File: config.mk
export PLATFORM = sky130hd
export DESIGN_NAME = digit_templates
export DESIGN_NICKNAME = d
export VERILOG_FILES = /design/src/hdl/digit_pkg.sv /design/src/hdl/digit_templates.sv
export SDC_FILE = /design/constraint.sdc
export NUM_CORES = 1
export LEC_CHECK = 0
export BUFFER_PORTS_ARGS = -buffer_cell sky130_fd_sc_hd__buf_4
export CAP_MARGIN = 25
export CORE_AREA = 2 2 117 119
export DETAILED_ROUTE_END_ITERATION = 6
export DIE_AREA = 0 0 119 121
export RECOVER_POWER = 100
export SLEW_MARGIN = 20
export SYNTH_ARGS = -nofsm -noshare
export SYNTH_HDL_FRONTEND = slang
export SYNTH_SLANG_ARGS = --single-unit
File: constraint.sdc
create_clock -name vclk -period 4.8
set_input_delay 0.48 -clock vclk [all_inputs]
set_output_delay 0.48 -clock vclk [all_outputs]
set_load 0.03 [all_outputs]
File: src/hdl/digit_pkg.sv
package digit_pkg;

    localparam int IMG_DIM  = 30;
    localparam int N_DIGITS = 10;
    localparam int SCORE_W  = 12;
    localparam int ROW_W    = 5;
    localparam int N_SEGS   = 7;

    // Bit 0 is segment a, bit 6 is segment g
    localparam logic [N_SEGS-1:0] SEG_CODE [N_DIGITS] = '{
        7'b0111111,
        7'b0000110,
        7'b1011011,
        7'b1001111,
        7'b1100110,
        7'b1101101,
        7'b1111101,
        7'b0000111,
        7'b1111111,
        7'b1101111
    };

    // Inclusive rectangle of each segment, a to g
    localparam int SEG_ROW_LO [N_SEGS] = '{2, 2, 14, 25, 14, 2, 14};
    localparam int SEG_ROW_HI [N_SEGS] = '{4, 15, 27, 27, 27, 15, 16};
    localparam int SEG_COL_LO [N_SEGS] = '{6, 21, 21, 6, 6, 6, 6};
    localparam int SEG_COL_HI [N_SEGS] = '{23, 23, 23, 23, 8, 8, 23};

    localparam logic [7:0] REG_CTRL   = 8'h80;
    localparam logic [7:0] REG_STATUS = 8'h84;
    localparam logic [7:0] REG_RESULT = 8'h88;

endpackage

File: src/hdl/digit_templates.sv
`timescale 1ns/100ps

module digit_templates
    import digit_pkg::*;
(
    input  logic [ROW_W-1:0]                 row,
    output logic [N_DIGITS-1:0][IMG_DIM-1:0] mask_rows
);

    logic [N_SEGS-1:0][IMG_DIM-1:0] seg_map;

    // Columns covered by each segment on the current row
    always_comb begin
        for (int s = 0; s < N_SEGS; s++) begin
            for (int c = 0; c < IMG_DIM; c++) begin
                seg_map[s][c] = (int'(row) >= SEG_ROW_LO[s]) &&
                                (int'(row) <= SEG_ROW_HI[s]) &&
                                (c >= SEG_COL_LO[s]) &&
                                (c <= SEG_COL_HI[s]);
            end
        end
    end

    always_comb begin
        mask_rows = '0;
        for (int d = 0; d < N_DIGITS; d++) begin
            for (int s = 0; s < N_SEGS; s++) begin
                if (SEG_CODE[d][s]) begin
                    mask_rows[d] = mask_rows[d] | seg_map[s];
                end
            end
        end
    end

endmodule

Word-level counts from Yosys, hierarchy flattened

Cells that the tools add are included.

Register bits after elaboration: 0
Input port bits: 5
Output and inout bits: 300
Logic and storage cells: 34

Order comparisons: 7
Bitwise operators: 22
Reductions and logical operators: 5

Operators with widths:

| operator           | count |
|---|---|
| $or 30x24->30      | 11 |
| $or 30x9->30       | 8 |
| $or 24x24->24      | 3 |
| $le 5x5->1 const B | 2 |
| $ge 5x2->1 const B | 1 |
| $ge 5x4->1 const B | 1 |
| $ge 5x5->1 const B | 1 |
| $le 5x3->1 const B | 1 |
| $le 5x4->1 const B | 1 |
| $logic_and 1x1->1  | 5 |

Depth between registers and ports, before layout

Word-level depth: 8
Depth in mapped cells: 5
Mapped depth without buffers: 3

Worst setup path before layout

Ideal clock, no wire load.

Kind: input-to-output
From: input port row[1]
To: output port mask_rows[100] in the netlist's numbering
Arrival time: 4.597 ns
Data required time: 4.320 ns
Setup slack: -0.277 ns
Stages on the path: 5
Path buffers: 2
Path through: buf_4 > nor3b_1 > a31oi_1 > o22ai_1 > buf_4

RTL lines:

| what        | RTL line             | text |
|---|---|---|
| from (decl) | digit_templates.sv:6 | `input logic [ROW_W-1:0] row,` |
| to (decl)   | digit_templates.sv:7 | `output logic [N_DIGITS-1:0][IMG_DIM-1:0] mask_rows` |

==> results.py <==
metrics = {
    "pwr": {
        "p_comb_frac": 1.000,
        "power.total_mw": 0.508,
        "ir_drop_mv": 0.0675,
        "swShare": 0.884,
        "powerDensity_mw_per_mm2": 309,
        "switchingPower_mw": 0.449,
        "clkPwrFrac": 0,
        "p_seq_frac": 0,
        "intPower_mw": 0.0587,
        "leakagePower_nw": 0.744,
    },
    "logic_synthesis": {
        "synth_warnings": 0,
        "syn-instance-count": 328,
        "synthXorXnorAreaFrac": 0.00360,
        "seq_area_frac_synth": 0,
        "ys_types": 23,
        "synth_top_family_by_area": "buffers and inverters",
        "synth_mux_area_frac": 0.00412,
        "syn-mean-instance-area_um2": 7.41,
        "synthAdderAreaFrac": 0,
        "yosys.area_share.simple": 0.0407,
        "syn_area_mm2": 0.00243,
        "synth_compound_area_frac": 0.0505,
    },
    "clock_tree": {
        "cts_resized": 0,
        "post_cts_buffers": 0,
        "cts_hold_buf": 0,
    },
    "critical_path": {
        "end_kind": "primary output",
        "required_ps": 4320,
        "startpoint_type": "primary input",
        "critPathMaxFanout": 68,
        "path_class": "in2out",
        "critical_path_arrival_ps": 2730,
    },
    "detailed_routing": {
        "vias": 1388,
        "routedWlPerCell_um": 8.11,
        "dr.pass1.iters": 4,
        "totalWireLength_mm": 4.22,
        "postRouteAntennaNets": 0,
        "drc_errors": 0,
        "vias_per_cell": 2.67,
        "drtIter0Drc": 37,
    },
    "outcome": {
        "status": "finished, final reports clean",
    },
    "floorplan": {
        "rows": 42,
        "ios": 305,
        "die_area_mm2": 0.0144,
        "initial_core_util": 0.186,
        "fp.coreArea_mm2": 0.0131,
        "chipWidth_um": 119,
        "fp.dieH_um": 121,
    },
    "grt": {
        "grt_pass1_wl_mm": 4.42,
        "grt_max_degree": 69,
        "antenna_found_initial": 0,
        "grt_overflow": 0,
        "track_usage": 0.0363,
        "first_global_vias": 727,
    },
    "worst_hold_path": {
        "hold_depth": 3,
        "min_path_type": "in2out",
        "hold_start": "row[2]",
        "hold_path_end": "mask_rows[232]",
    },
    "sta": {
        "rsz0062_at_grt": "false",
        "max_freq_mhz": 311,
        "slew_violations": 0,
        "fin_hold_ws_ps": 1490,
        "tns_ps": 0,
        "fin_crit_sh": 0.670,
        "relSlewSlack": 0.330,
        "tightest_slew_ps": 1010,
        "setup_viol": 0,
        "hold_viol": 0,
        "layout_min_cycle_time_ps": 3210,
    },
    "place": {
        "dp_hpwl_mm": 3.53,
        "gp_congestion": 0.636,
        "dp_cells": 520,
        "portBuffers": 170,
    },
    "run": {
        "cap_violations": 0,
    },
    "layout": {
        "final_cell_mix": "161 x clkbuf_1, 135 x conb_1, 11 x buf_4, 9 x a31oi_1, 4 x nand2_1",
        "nFlopsAndLatches": 0,
        "drive_gt1_frac": 0.0378,
        "fin_cells": 520,
        "fin_nets": 351,
        "synthToLayoutAreaGrowth_pct": -32.3,
        "antenna_cells": 0,
        "n_clock_buffer": 0,
        "seqCellArea_um2": 0,
        "final_common_cell": "clkbuf_1",
    },
}
## worst max-delay path, cell delays in order
cell and delay, ps:
buf_4 180, nor3b_1 270, a31oi_1 80, o22ai_1 450, clkbuf_2 870, clkbuf_1 380
## synth_stat cells
master      n  area [um2]
buf_4     289        2170
a31oi_1     9        56.3
nand2_1     4        15.0
a21oi_1     3        15.0
nor3_1      3        15.0
nand3b_1    2        15.0
o211ai_1    2        15.0
a21oi_2     1        8.76
buf_2       1        5.00
buf_6       1        11.3
conb_1      1        3.75
mux2i_1     1        10.0
nand4b_1    1        8.76
nor2_1      1        3.75
nor3b_1     1        7.51
nor4_4      1        21.3
o21ai_0     1        5.00
o21bai_1    1        7.51
o22ai_1     1        6.26
o32ai_1     1        8.76
or2_0       1        6.26
or3_1       1        6.26
xnor2_1     1        8.76
## logic make-up (layout without fill, tap and decap cells)
family / count (synthesis) / in the layout
and+or+nand+nor: 15 / 15
AOI/OAI and AO/OA: 19 / 19
buffers and inverters: 291 / 173
xor gates and xnor gates: 1 / 1
muxes: 1 / 1
other: 1 / 135
## per-stage QoR
| stage | setup slack [ps] | area, um2 | utilization |
|---|---|---|---|
| 4_1_cts | 2150 | 2290 | 0.175 |
| 3_3_place_gp | 2150 | 2280 | 0.174 |
| 6_report | 1590 | 1640 | 0.126 |
| 2_1_floorplan | 1320 | 2940 | - |
| 3_5_place_dp | 2160 | 2290 | 0.175 |
| 5_1_grt | 1290 | 1640 | 0.126 |
## worst max path at each step
stage | from | end | slack, ps | depth (start not counted)
floorplan | row[1] | mask_rows[100] | 1320 | 5
global placement | row[1] | mask_rows[19] | 2150 | 5
detailed placement | row[4] | mask_rows[161] | 2160 | 6
CTS | row[4] | mask_rows[161] | 2150 | 6
global route | row[4] | mask_rows[167] | 1290 | 6
finish | row[4] | mask_rows[161] | 1590 | 6
## power by group through the flow
| stage | sequential (mW) | combinational, mW | clock (mW) |
|---|---|---|---|
| global route | 0 | 0.532 | 0 |
| detailed placement | 0 | 0.603 | 0 |
| floorplan | 0 | 0.652 | 0 |
| CTS | 0 | 0.603 | 0 |
| global placement | 0 | 0.602 | 0 |
| finish | 0 | 0.508 | 0 |
## layer usage
| layer | GRT usage | part of all wire |
|---|---|---|
| met1 | 0.0352 | 0.27 |
| met3 | 0.00611 | 0.18 |
| met4 | 0 | 0 |
| met2 | 0.0819 | 0.55 |
| met5 | 0 | 0 |
## final cells by class
type	count	area (um2)
timing repair buffer	173	692
tap	176	220
fill	1697	11400
multi-input combinational	171	732
(Power assumes the default switching activity.)
