==> src/hdl/digit_pkg.sv <==
package digit_pkg;

    localparam int IMG_DIM  = 30;
    localparam int N_DIGITS = 10;
    localparam int SCORE_W  = 12;
    localparam int ROW_W    = 5;
    localparam int N_SEGS   = 7;

    // Bit 0 is segment a, bit 6 is segment g
    localparam logic [N_SEGS-1:0] SEG_CODE [N_DIGITS] = '{
        7'b0111111,
        7'b0000110,
        7'b1011011,
        7'b1001111,
        7'b1100110,
        7'b1101101,
        7'b1111101,
        7'b0000111,
        7'b1111111,
        7'b1101111
    };

    // Inclusive rectangle of each segment, a to g
    localparam int SEG_ROW_LO [N_SEGS] = '{2, 2, 14, 25, 14, 2, 14};
    localparam int SEG_ROW_HI [N_SEGS] = '{4, 15, 27, 27, 27, 15, 16};
    localparam int SEG_COL_LO [N_SEGS] = '{6, 21, 21, 6, 6, 6, 6};
    localparam int SEG_COL_HI [N_SEGS] = '{23, 23, 23, 23, 8, 8, 23};

    localparam logic [7:0] REG_CTRL   = 8'h80;
    localparam logic [7:0] REG_STATUS = 8'h84;
    localparam logic [7:0] REG_RESULT = 8'h88;

endpackage

==> src/hdl/digit_scorer.sv <==
`timescale 1ns/100ps

module digit_scorer
    import digit_pkg::*;
(
    input  logic                              i_clk,
    input  logic                              i_rst_n,
    input  logic                              start,
    input  logic [IMG_DIM-1:0]                img_row,
    input  logic [N_DIGITS-1:0][IMG_DIM-1:0]  mask_rows,
    output logic [ROW_W-1:0]                  row,
    output logic [N_DIGITS-1:0][SCORE_W-1:0]  sons,
    output logic [N_DIGITS-1:0][SCORE_W-1:0]  moms,
    output logic                              scan_done
);

    typedef enum logic {
        S_IDLE,
        S_SCAN
    } state_t;

    localparam logic [ROW_W-1:0] LAST = ROW_W'(IMG_DIM - 1);

    state_t                            state;
    logic [ROW_W-1:0]                  col;
    logic                              pix;
    logic                              step;
    logic                              fresh;
    logic                              last_pix;
    logic [N_DIGITS-1:0][SCORE_W-1:0]  son_next;
    logic [N_DIGITS-1:0][SCORE_W-1:0]  mom_next;

    // Pixel (0,0) is scored in the start cycle itself
    assign fresh    = (state == S_IDLE);
    assign step     = (state == S_SCAN) || (fresh && start);
    assign last_pix = (state == S_SCAN) && (col == LAST) && (row == LAST);
    assign pix      = img_row[col];

    always_ff @(posedge i_clk or negedge i_rst_n) begin
        if (!i_rst_n) begin
            state     <= S_IDLE;
            row       <= '0;
            col       <= '0;
            scan_done <= 1'b0;
        end else begin
            scan_done <= last_pix;
            case (state)
                S_IDLE: begin
                    if (start) begin
                        state <= S_SCAN;
                        col   <= ROW_W'(1);
                    end
                end
                S_SCAN: begin
                    if (col == LAST) begin
                        col <= '0;
                        if (row == LAST) begin
                            row   <= '0;
                            state <= S_IDLE;
                        end else begin
                            row <= row + 1'b1;
                        end
                    end else begin
                        col <= col + 1'b1;
                    end
                end
                default: state <= S_IDLE;
            endcase
        end
    end

    // Hit adds 2 to both counts, a mismatch adds 1 to mom only
    always_comb begin
        logic hit;
        logic miss;
        for (int d = 0; d < N_DIGITS; d++) begin
            hit         = pix & mask_rows[d][col];
            miss        = pix ^ mask_rows[d][col];
            son_next[d] = (fresh ? '0 : sons[d]) + SCORE_W'({hit, 1'b0});
            mom_next[d] = (fresh ? '0 : moms[d]) + SCORE_W'({hit, miss});
        end
    end

    always_ff @(posedge i_clk) begin
        if (step) begin
            sons <= son_next;
            moms <= mom_next;
        end
    end

endmodule

==> config.mk <==
export PLATFORM = sky130hd
export DESIGN_NAME = digit_scorer
export DESIGN_NICKNAME = d
export VERILOG_FILES = /design/src/hdl/digit_pkg.sv /design/src/hdl/digit_scorer.sv
export SDC_FILE = /design/constraint.sdc
export NUM_CORES = 1
export LEC_CHECK = 0
export BUFFER_PORTS_ARGS = -buffer_cell sky130_fd_sc_hd__buf_2
export CAP_MARGIN = 10
export CORE_MARGIN = 4
export CORE_UTILIZATION = 30
export DETAILED_ROUTE_END_ITERATION = 6
export SLEW_MARGIN = 15
export SYNTH_ARGS = -nofsm -noshare
export SYNTH_HDL_FRONTEND = slang
export SYNTH_SLANG_ARGS = --single-unit
==> constraint.sdc <==
create_clock -name i_clk -period 5.5 [get_ports i_clk]
set_input_delay 0.825 -clock i_clk [delete_from_list [all_inputs] [get_ports i_clk]]
set_output_delay 0.825 -clock i_clk [all_outputs]
set_load 0.02 [all_outputs]
# Yosys cells after proc, flatten, opt, wreduce, memory -nomap -nowiden
# Index checks and enable logic that the tools add are counted.
# totals
reg_bits	252
out_inout_bits	246
wordCells	126
# op_classes
n_addsub	22
order_cmp	1
n_eq_ne	3
muxes	50
bitwise	21
n_reduce_logical	5
# op_table
cell	n
$add 12x2->12	20
$mux 12	20
$bmux 1 s5	11
$mux 5	3
$mux 1	14
$add 5x1->5 const B	2
$and 1x1->1	10
$eq 5x5->1 const B	2
$pmux 5 s2	1
$xor 1x1->1	10
$lt 5x6->1 const B	1
$logic_and 1x1->1	3
$ne 2x2->1 const B	1
$pmux 1 s2	1
$reduce_and 2->1	1
$logic_or 1x1->1	1
$not 1->1	1

# Depth between registers and ports, before layout
# depth
depth_word	4
ltp_mapped	16

# Least setup slack after synthesis
# OpenSTA, ideal clock, no wires.
# synth_timing
path_kind	reg-to-reg
startpoint	register state
endpoint	register moms[0] (netlist bit), enable pin
setup_ps	480
arrival_time_ps	3375
path_slack_ps	1645
path_stages_with_launch	6
path_buffers	3
synth_period_minus_slack_ps	3855
cell_sequence	dfrtp_1 -> buf_2 -> buf_2 -> buf_2 -> nor2_1 -> inv_2
# synth_via
elab_chain_len	3
# synth_rtl
element	line_no	source
start, declared	digit_scorer.sv:24	state_t state;
start signal, assigned	digit_scorer.sv:41	state <= S_IDLE;
start signal, assigned	digit_scorer.sv:50	state <= S_SCAN;
start signal, assigned	digit_scorer.sv:59	state <= S_IDLE;
$not 1->1	-	
$logic_and 1x1->1	digit_scorer.sv:35	assign step = (state == S_SCAN) || (fresh && start);
$logic_or 1x1->1 (*)	digit_scorer.sv:35	
named net step	digit_scorer.sv:27	logic step;
end signal, assigned	digit_scorer.sv:87	moms <= mom_next;
end, declared	digit_scorer.sv:13	output logic [N_DIGITS-1:0][SCORE_W-1:0] moms,
# Mark *: on every way through the listed nets, which the timed path passes. The rest lies on a longest branch.
# A chain may end at the register's enable or synchronous reset.

==> results.yml <==
timing:
  max_freq_mhz: 222
  finalCritPeriodShare: 0.820
  tns_ps: 0
  slew-limit-headroom: 0.353
  tightest_slew_ps: 970
  setup_viol: 0
  fin_ws_ps: 991
  final.setup_skew_ps: 15.0
  timing.hold.ws_ps: 156
  finalCriticalPeriod_ps: 4510
  slew_viol_final: 0
  hold_violations: 0
  rsz0062_at_grt: "false"
run_status:
  status: "finished, final reports clean"
critical_path:
  start_kind: "flip-flop"
  critical_path_required_ps: 5880
  cp.arrival_ps: 4890
  reg2reg_to: "moms[34]$_DFFE_PP_"
  crit_chain: "buf_12 -> mux4_2 -> a221oi_1 -> a21oi_4 -> ha_1 -> ha_1 -> inv_1 -> fa_1 -> nor2_1 -> nand3_1 -> or3_1 -> a21oi_1"
  crit_path_max_incr_delay_ps: 790
  r2r-start: "col[0]$_DFFE_PN0P_"
  crit_family: "adder cells"
  regToRegSetupSlack_ps: 990
  cp.buffers_inverters: 2
  cpMostUsedCell: "ha_1"
  path_class: "reg -> reg"
  slowest_stage: "dfrtp_4"
  critPathMaxFanout: 37
  worstSetupEndpointType: "flip-flop"
  ff2ff_path_depth: 12
yosys:
  synth.top_cell.area_share: 0.449
  synthMuxAreaShare: 0.128
  ys_top_cells_by_area: "edfxtp_1, mux4_2, ha_1, xor2_1, nand2_1"
  yosys_warnings: 0
  synth_edf_count: 230
  syn-mean-instance-area_um2: 11.2
  ys_types: 48
  yosysMostFrequentCell: "edfxtp_1"
  synth_area_mm2: 0.0154
  synth_xor_area_frac: 0.0802
  yosys.area_share.adder: 0.0545
  synth_seq_area_share: 0.468
  yosys-top-cells-count: "edfxtp_1, nand2_1, nor2_1, xor2_1, nand3_1"
  synth_ff_type: "edfxtp_1"
  async_flop_share: 0.0496
  synth-seq-cells: 242
  synth-compound-area-share: 0.0745
  synth_largest_area_cell: "edfxtp_1"
  synth_top_family_by_area: "simple AND/OR/NAND/NOR gates"
  synth-simple-area-share: 0.162
  synthCells: 1379
clocking:
  htree_num_levels: 1
  cts-resized-gates: 0
  post-cts-setup-buffers: 0
  hold_buffers: 0
  path_clk_slew_ps: 60
  cts_tree: "built"
  clock_latency_ps: 540
  clockRootBuffer: "clkbuf_16"
  cts_sinks: 242
  clk_path_buf_depth: 3
  cts_buffers: 28
routing:
  detail_route.wl_per_cell_um: 21.1
  first_pass_iters: 5
  antenna_left: 0
  vias: 13300
  drt-initial-drc-count: 694
  drcViolationCount: 0
  routed_wl_um: 55300
  vias_per_cell: 5.07
floorplan:
  core_mm2: 0.0505
  initial_core_util: 0.305
  pin_count: 579
  die_x_um: 235
  die_y_um: 235
  rows: 82
  fp.dieArea_mm2: 0.0550
global_route:
  grt_usage: 0.189
  antenna_found_initial: 9
  grt_pass1_vias: 13400
  grt_pass1_wl_um: 80100
  grt-ovfl-total: 0
  grt_max_degree: 107
cells_and_area:
  fillers: 5020
  drive_gt1_frac: 0.361
  seqCellArea_mm2: 0.00722
  area_growth_pct: 28.6
  multi_input_area_mm2: 0.00774
  fin_nets: 2327
placement:
  post-place-ws_ps: 986
  globalplace.congestion: 0.958
  dpl.hpwl_um: 43600
  place.port_buffers: 568
pwr:
  leakage_nw: 8.59
  powerDensity_mw_per_mm2: 603
  vdd_drop_max_v: 0.000324
worst_hold_path:
  hold_class: "in -> async"
job:
  maxCapViolations: 0
## registers in the layout (all words and copies together), names as in the netlist
register	count
state	1
scan_done	1
sons	110
moms	120
row	5
col	5
## power by group
part	switching (mW)	internal (mW)	total (mW)
Sequential	0.859	3.16	4.02
Clock	0.747	1.04	1.79
Combinational	3.67	2.46	6.13
Total	5.27	6.66	11.9
## per-layer routing
layer | vias up | share of wire | track usage
li1 | 6223 | - | -
met1 | 6485 | 0.38 | 0.218
met2 | 489 | 0.52 | 0.351
met3 | 86 | 0.061 | 0.0317
met4 | 0 | 0.039 | 0.0690
met5 | - | 0 | 0
## per-stage QoR
stage / cells / area [um2] / util / power (mW)
floorplan: 1388 / 15400 / - / 8.00
global placement: 2572 / 18900 / 0.375 / 10.1
detailed placement: 2572 / 18900 / 0.375 / 10.3
CTS: 2619 / 19800 / 0.392 / 12.1
global route: 2621 / 19800 / 0.392 / 12.8
finish: 2621 / 19800 / 0.392 / 11.9
## worst max path at each step
| stage | from | slack (ps) | to | cells past startpoint |
|---|---|---|---|---|
| after floorplan | state$_DFF_PN0_ | 1640 | moms[0]$_DFFE_PP_ | 5 |
| after global placement | col[0]$_DFFE_PN0P_ | 1070 | moms[34]$_DFFE_PP_ | 12 |
| after detailed placement | col[0]$_DFFE_PN0P_ | 990 | moms[34]$_DFFE_PP_ | 12 |
| after CTS | col[0]$_DFFE_PN0P_ | 940 | moms[34]$_DFFE_PP_ | 12 |
| after global routing | col[0]$_DFFE_PN0P_ | 660 | moms[34]$_DFFE_PP_ | 12 |
| final | col[0]$_DFFE_PN0P_ | 990 | moms[34]$_DFFE_PP_ | 12 |
## layout make-up
cell class,count,share of cell area
inverters,24,0.00506
clock buffers,34,0.0376
multi-input cells,1046,0.391
well taps,672,0.0425
diodes,2,0.000253
repair buffers,588,0.154
clock inverters,13,0.00569
flip-flops and latches,242,0.364
## logic make-up (layout without fill, tap and decap cells)
group,after synthesis,count (layout)
and+or+nand+nor,532,532
DFF,242,242
AOI/OAI and AO/OA,185,185
xor gates and xnor gates,141,141
muxes,114,114
buffers and inverters,100,659
adders and majority gates,64,64
other,1,12
## cells in the final DEF, fill, tap and decap left out, types with 8 or more instances in the layout
cell type and instances:
nand3_1 79, a211oi_1 15, inv_1 20, ha_1 59, clkbuf_16 29, buf_4 16, a221oi_1 11, mux2i_1 48
o21ai_0 31, conb_1 10, mux4_2 66, nand4_1 40, o31ai_1 8, and2_1 39, clkinv_1 8, dfrtp_1 9
nor2b_1 9, xnor2_1 57, o21ai_1 12, nor2_1 133, o22ai_1 12, nor3_1 9, nand2_1 163, or3_1 25
a22oi_1 11, and3_1 21, a21oi_1 55, xor2_1 84, buf_2 568, o211ai_1 16, edfxtp_1 230
(Power assumes the default switching activity.)
