--- src/hdl/digit_pkg.sv ---
package digit_pkg;

    localparam int IMG_DIM  = 30;
    localparam int N_DIGITS = 10;
    localparam int SCORE_W  = 12;
    localparam int ROW_W    = 5;
    localparam int N_SEGS   = 7;

    // Bit 0 is segment a, bit 6 is segment g
    localparam logic [N_SEGS-1:0] SEG_CODE [N_DIGITS] = '{
        7'b0111111,
        7'b0000110,
        7'b1011011,
        7'b1001111,
        7'b1100110,
        7'b1101101,
        7'b1111101,
        7'b0000111,
        7'b1111111,
        7'b1101111
    };

    // Inclusive rectangle of each segment, a to g
    localparam int SEG_ROW_LO [N_SEGS] = '{2, 2, 14, 25, 14, 2, 14};
    localparam int SEG_ROW_HI [N_SEGS] = '{4, 15, 27, 27, 27, 15, 16};
    localparam int SEG_COL_LO [N_SEGS] = '{6, 21, 21, 6, 6, 6, 6};
    localparam int SEG_COL_HI [N_SEGS] = '{23, 23, 23, 23, 8, 8, 23};

    localparam logic [7:0] REG_CTRL   = 8'h80;
    localparam logic [7:0] REG_STATUS = 8'h84;
    localparam logic [7:0] REG_RESULT = 8'h88;

endpackage

--- src/hdl/digit_apb_regs.sv ---
`timescale 1ns/100ps

module digit_apb_regs
    import digit_pkg::*;
#(
    parameter int ADDR_W = 8
) (
    input  logic               i_clk,
    input  logic               i_rst_n,
    input  logic [ADDR_W-1:0]  paddr,
    input  logic               psel,
    input  logic               penable,
    input  logic               pwrite,
    input  logic [31:0]        pwdata,
    output logic [31:0]        prdata,
    output logic               pready,
    output logic               pslverr,
    input  logic [ROW_W-1:0]   row,
    output logic [IMG_DIM-1:0] img_row,
    output logic               start,
    input  logic               result_valid,
    input  logic [3:0]         digit
);

    logic [IMG_DIM-1:0] img_mem [IMG_DIM];
    logic               busy;
    logic               done;
    logic [3:0]         result_q;

    logic               access;
    logic               running;
    logic               hit_img;
    logic               hit_ctrl;
    logic               hit_status;
    logic               hit_result;
    logic               mapped;
    logic               wr_err;
    logic               start_req;
    logic               img_we;
    logic [ROW_W-1:0]   row_sel;

    assign access     = psel && penable;
    assign running    = busy || start;
    assign row_sel    = paddr[ROW_W+1:2];
    assign hit_img    = (paddr[1:0] == 2'b00) && (paddr < ADDR_W'(4 * IMG_DIM));
    assign hit_ctrl   = (paddr == ADDR_W'(REG_CTRL));
    assign hit_status = (paddr == ADDR_W'(REG_STATUS));
    assign hit_result = (paddr == ADDR_W'(REG_RESULT));
    assign mapped     = hit_img || hit_ctrl || hit_status || hit_result;

    // Image and start are locked from the start pulse until the result lands
    assign wr_err    = ((hit_img || hit_ctrl) && running) || hit_status || hit_result;
    assign pslverr   = access && (!mapped || (pwrite && wr_err));
    assign pready    = 1'b1;
    assign start_req = access && pwrite && hit_ctrl && pwdata[0] && !running;
    assign img_we    = access && pwrite && hit_img && !running;

    assign img_row = img_mem[row];

    always_comb begin
        prdata = '0;
        if (access && !pwrite) begin
            if (hit_img) begin
                prdata = 32'(img_mem[row_sel]);
            end else if (hit_status) begin
                prdata = {30'd0, done, busy};
            end else if (hit_result) begin
                prdata = {28'd0, result_q};
            end
        end
    end

    always_ff @(posedge i_clk) begin
        if (img_we) begin
            img_mem[row_sel] <= pwdata[IMG_DIM-1:0];
        end
    end

    always_ff @(posedge i_clk or negedge i_rst_n) begin
        if (!i_rst_n) begin
            start    <= 1'b0;
            busy     <= 1'b0;
            done     <= 1'b0;
            result_q <= '0;
        end else begin
            start <= start_req;
            if (start) begin
                busy <= 1'b1;
                done <= 1'b0;
            end else if (result_valid) begin
                busy     <= 1'b0;
                done     <= 1'b1;
                result_q <= digit;
            end
        end
    end

endmodule

--- config.mk ---
export PLATFORM = sky130hd
export DESIGN_NAME = digit_apb_regs
export DESIGN_NICKNAME = d
export VERILOG_FILES = /design/src/hdl/digit_pkg.sv /design/src/hdl/digit_apb_regs.sv
export SDC_FILE = /design/constraint.sdc
export NUM_CORES = 1
export LEC_CHECK = 0
export BUFFER_PORTS_ARGS = -buffer_cell sky130_fd_sc_hd__buf_2
export CORE_MARGIN = 1.5
export CORE_UTILIZATION = 32
export DETAILED_ROUTE_END_ITERATION = 10
export PLACE_DENSITY = 0.44
export SYNTH_ARGS = -nofsm -noshare
export SYNTH_HDL_FRONTEND = slang
export SYNTH_SLANG_ARGS = --single-unit
--- constraint.sdc ---
create_clock -name i_clk -period 5.1 [get_ports i_clk]
set_input_delay 1.02 -clock i_clk [delete_from_list [all_inputs] [get_ports i_clk]]
set_output_delay 1.02 -clock i_clk [all_outputs]
set_load 0.01 [all_outputs]
### After elaboration in Yosys (flattened, before gate mapping)

Memories as Yosys holds them, arrays and structs flattened.
Cells that the tools add are included.

| storage, ports and cells | value |
|---|---|
| output and inout bits | 65 |
| register bits after elaboration | 7 |
| memories kept | 1 |
| word-level logic and storage cells | 45 |
| bits in writable memories | 900 |

Memories:

| name | words | bits a word | rd ports | clocked after Yosys merged registers in | write ports | line | RTL |
|---|---|---|---|---|---|---|---|
| img_mem | 30 | 30 | 2 | 0 | 1 | digit_apb_regs.sv:25 | `logic [IMG_DIM-1:0] img_mem [IMG_DIM];` |

| operators by class | value |
|---|---|
| bitwise logic cells | 1 |
| order comparisons | 1 |
| muxes and demuxes | 10 |
| equal/unequal tests | 3 |
| reductions and logical operators | 25 |

Operator list:

| operator | count |
|---|---|
| 32-bit two-way mux | 1 |
| 30-bit two-way mux | 1 |
| 8-bit equality test, second input constant | 3 |
| 1-bit logical AND | 12 |
| 8-bit by 7-bit < comparator with 1-bit output, second input constant | 1 |
| 4-bit two-way mux | 2 |
| 1-bit logical OR | 7 |
| 1-bit two-way mux | 6 |
| 1-bit zero test | 3 |
| 2-bit zero test | 1 |
| 2-bit AND reduction | 1 |
| 2-bit nonzero test | 1 |
| 1-bit NOT | 1 |

### Logic depth before layout (Yosys ltp)

| logic depth | value |
|---|---|
| word-level depth | 9 |
| mapped depth | 9 |
| depth with buffers taken out | 5 |

### Worst setup path before layout

Ideal clock, no wire load.

| timing | value |
|---|---|
| path type | input-to-reg |
| start | input port paddr[1] |
| end | memory img_mem[11][0] (enable) |
| path buffers | 0 |
| stages | 5 |
| data required time | 4.683 ns |
| arrival | 3.499 ns |
| setup slack | 1.184 ns |
| path through | or3_1 a21o_1 nor4_2 nand3_1 nor2_1 |

| between the ends | value |
|---|---|
| cells in the longest elaborated chain, start to end | 6 |

Ends and longest elaborated chain:

| what | line | RTL |
|---|---|---|
| start: declaration | digit_apb_regs.sv:10 | `input logic [ADDR_W-1:0] paddr,` |
| 8-bit by 7-bit < comparator with 1-bit output / 2-bit zero test (equally long branches) | digit_apb_regs.sv:45 | `assign hit_img = (paddr[1:0] == 2'b00) && (paddr < ADDR_W'(4 * IMG_DIM));` |
| 1-bit logical AND * | digit_apb_regs.sv:45 |  |
| 1-bit logical AND * (2 in a row) | digit_apb_regs.sv:56 | `assign img_we = access && pwrite && hit_img && !running;` |
| 1-bit two-way mux * | digit_apb_regs.sv:74 | `if (img_we) begin` |
| 1-bit two-way mux (implied by the code) * | digit_apb_regs.sv:75 | `img_mem[row_sel] <= pwdata[IMG_DIM-1:0];` |
| end: declaration | digit_apb_regs.sv:25 |  |

Mark *: on every way between the ends. The rest lies on a longest branch, timed or not.

### Worst setup path in the final report

| timing | value |
|---|---|
| start | input port paddr[4] |
| end | output port prdata[9] |

| between the ends | value |
|---|---|
| cells in the longest elaborated chain, start to end | 4 |

Ends and longest elaborated chain:

| what | line | RTL |
|---|---|---|
| 8-bit by 7-bit < comparator with 1-bit output | digit_apb_regs.sv:45 |  |
| 1-bit logical AND | digit_apb_regs.sv:45 |  |
| 30-bit two-way mux * | digit_apb_regs.sv:63 | `if (hit_img) begin` |
| 32-bit two-way mux * | digit_apb_regs.sv:62 | `if (access && !pwrite) begin` |
| end: declaration | digit_apb_regs.sv:15 | `output logic [31:0] prdata,` |

Marks and branches as above.

==> flow_metrics.tcl <==
set metrics [dict create \
    outcome "finished clean" \
    ys_seq_area_share_pct 64.6 \
    synth_flop_cell "edfxtp_1" \
    fin_crit_ps 4600 \
    synth_cell_type_count 52 \
    ctsResizeCount 0 \
    chipHeight_um 366 \
    place.gp.congestion 0.815 \
    worstMarginPinSlew_ps 1010 \
    maxCapViolations 0 \
    first_pass_iters 5 \
    antenna_found_initial 10 \
    post-cts-setup-buffer-count 0 \
    layout_common_cells "edfxtp_1 (900), mux2i_1 (363), mux4_2 (274)" \
    seqCellArea_um2 27200 \
    grt_pass1_vias 27100 \
    cp.required_ps 4080 \
    rows 132 \
    rr_endpoint "img_mem[12][24]" \
    dp_cells 4226 \
    fp.dieW_um 366 \
    syn_area_per_cell_um2 17.7 \
    core-area_um2 130000 \
    holdWs_ps 139 \
    p_comb_share_pct 7.5 \
    powerDensity_nw_per_um2 340 \
    cts_hold_buffers 0 \
    layout_commonest_cell "edfxtp_1" \
    finalHoldViolations 0 \
    start_kind "primary input" \
    yosysWarnings 0 \
    endpoint "prdata[9]" \
    wl_per_cell_um 36.2 \
    clock.fmax_mhz 217 \
    syn_inst 2374 \
    drive_above_1_share_pct 29.4 \
    pwr-share-clk_pct 43.5 \
    p_leak_uw 0.0163 \
    maxSlewHeadroom_pct 32.4 \
    grt_use_total_pct 24.0 \
    r2r_slack_ps 2780 \
    drc 0 \
    routed_via_density 5.85 \
    dieArea_um2 134000 \
    drt_iter0_markers 2522 \
    via_count 25800 \
    cts_root_buffer "clkbuf_16" \
    synth_enable_flop_cells 900 \
    ys_ff_latch 907 \
    clock_latency_ps 710 \
    cpPeakStageDelay_ps 680 \
    n_fill_cell 12000 \
    netlist_area_um2 42100 \
    io_pins 120 \
    worst-path-max-fanout 27 \
    rsz0062_at_grt "no" \
    crit_arrival_ps 3580 \
    switchingPower_uw 3860 \
    cts_buffers 104 \
    path_class "in -> out" \
    period_share_pct 90.2 \
    hpwlAfterDp_mm 96.6 \
    ir_worst_vdd_mv 0.263 \
    final.setup.tns_ps 0 \
    finalClockSkew_ps 17.3 \
    start_util_pct 32.4 \
    grt_pass1_wl_mm 220 \
    cts.htree.levels 3 \
    final_net_count 2645 \
    grt_max_degree 46 \
    power.internal_uw 12900 \
    final_cells 4416 \
    path_common_cell "buf_4" \
    overflow 0 \
    reg2regPathDepth 5 \
    crit_path_cell_trace "buf_4, nor3_2, buf_4, a22oi_1, a31oi_1, buf_2" \
    worstSetupEndpointType "output port" \
    cts.clk_slew.worst_paths_ps 60 \
    sw_frac_of_total_pct 23.0 \
    final_max_slew_viol_count 0 \
    startpoint "paddr[4]" \
    slowest_stage "buf_4" \
    wl_mm 160 \
    clock-sinks 907 \
    cts_tree "done" \
    ant_nets 0 \
    area_growth_pct 17.2 \
    r2r_start "start" \
    ys_async_sr_fraction_pct 0.772 \
    setup_viol 0 \
    io_buffers 114 \
    hold_path_class "in -> async" \
    cts_buffer_depth 3 \
    multi_input_area_um2 14200 \
    p_seq_share_pct 49.0 \
]
==> layer usage <==
| layer | routed length [um] | vias to the layer above | track usage [%] |
|---|---|---|---|
| met4 | 5240 | 8 | 7.88 |
| met3 | 10300 | 247 | 4.32 |
| li1 | - | 10500 | - |
| met2 | 75500 | 959 | 38.6 |
| met5 | 52 | - | 0 |
| met1 | 68600 | 14100 | 32.8 |
==> how the worst min path moves through the flow <==
| stage | startpoint | endpoint | slack, ps |
|---|---|---|---|
| after floorplan | done | done | 460 |
| after global routing | i_rst_n | result_q[0] | 100 |
| final | i_rst_n | busy | 140 |
| after detailed placement | result_q[2] | result_q[2] | 500 |
| after global placement | result_q[1] | result_q[1] | 510 |
| after CTS | i_rst_n | busy | 90 |
==> per-stage QoR <==
stage,setup WS (ps),cell area (um^2),total power [uW],utilization [%]
finish,502,49300,16800,38.0
CTS,520,49300,16900,38.0
detailed placement,520,46100,9620,35.4
floorplan,1180,42100,9080,-
global route,380,49300,17200,38.0
global placement,544,46100,9620,35.4
==> cells by family after synthesis <==
| kind of cell | after synthesis | share of synthesized area [%] |
|---|---|---|
| DFF | 907 | 64.6 |
| muxes | 661 | 23.9 |
| AOI/OAI and AO/OA | 351 | 5.95 |
| and+or+nand+nor | 265 | 3.19 |
| buffers and inverters | 188 | 2.28 |
| other | 2 | 0.0178 |
==> registers in the layout, indices dropped and copies added (netlist names) <==
register  flops
img_mem     900
result_q      4
busy          1
done          1
start         1
==> power groups by stage <==
stage / Sequential, uW / Clock, uW / Combinational, uW
floorplan: 8360 / 0 / 719
global placement: 8360 / 0 / 1260
detailed placement: 8360 / 0 / 1270
CTS: 8200 / 7450 / 1270
global route: 8200 / 7710 / 1330
finish: 8200 / 7290 / 1260
==> Yosys cell counts, drive strengths merged, types with 4 or more instances <==
| cell type | instances | area share, % |
|---|---|---|
| a311oi | 12 | 0.25 |
| a31oi | 31 | 0.46 |
| nor4 | 32 | 0.49 |
| a2111oi | 6 | 0.12 |
| a22oi | 25 | 0.45 |
| o21ai | 8 | 0.095 |
| a22o | 4 | 0.083 |
| clkbuf | 70 | 0.62 |
| mux2i | 363 | 8.6 |
| o2111ai | 7 | 0.15 |
| nor3 | 6 | 0.071 |
| nand2 | 40 | 0.36 |
| edfxtp | 900 | 64 |
| o221ai | 13 | 0.27 |
| nand3b | 7 | 0.12 |
| nor2b | 54 | 0.80 |
| mux2 | 24 | 0.64 |
| dfrtp | 7 | 0.42 |
| a21oi | 22 | 0.26 |
| a221oi | 13 | 0.27 |
| o311ai | 11 | 0.23 |
| nand3 | 12 | 0.14 |
| nor2 | 87 | 0.78 |
| o22ai | 121 | 1.8 |
| or2 | 5 | 0.074 |
| mux4 | 274 | 15 |
| nand2b | 7 | 0.10 |
| a32oi | 33 | 0.69 |
| buf | 116 | 1.6 |
| a211oi | 32 | 0.57 |
==> area by class of cell <==
type	instances	area share (%)
sequential	907	55.1
clock inverter	60	0.969
clock buffer	127	5.67
tap	1742	4.42
antenna	3	0.0152
inverter	2	0.0152
timing repair buffer	295	5.00
multi-input combinational	1280	28.8
==> critical path: cells and delay by family <==
family | cells | cell delay [ps]
compound gates | 2 | 860
buf+inv | 3 | 1230
simple gates | 1 | 410
Note: power is estimated with default switching activity, not from simulation.
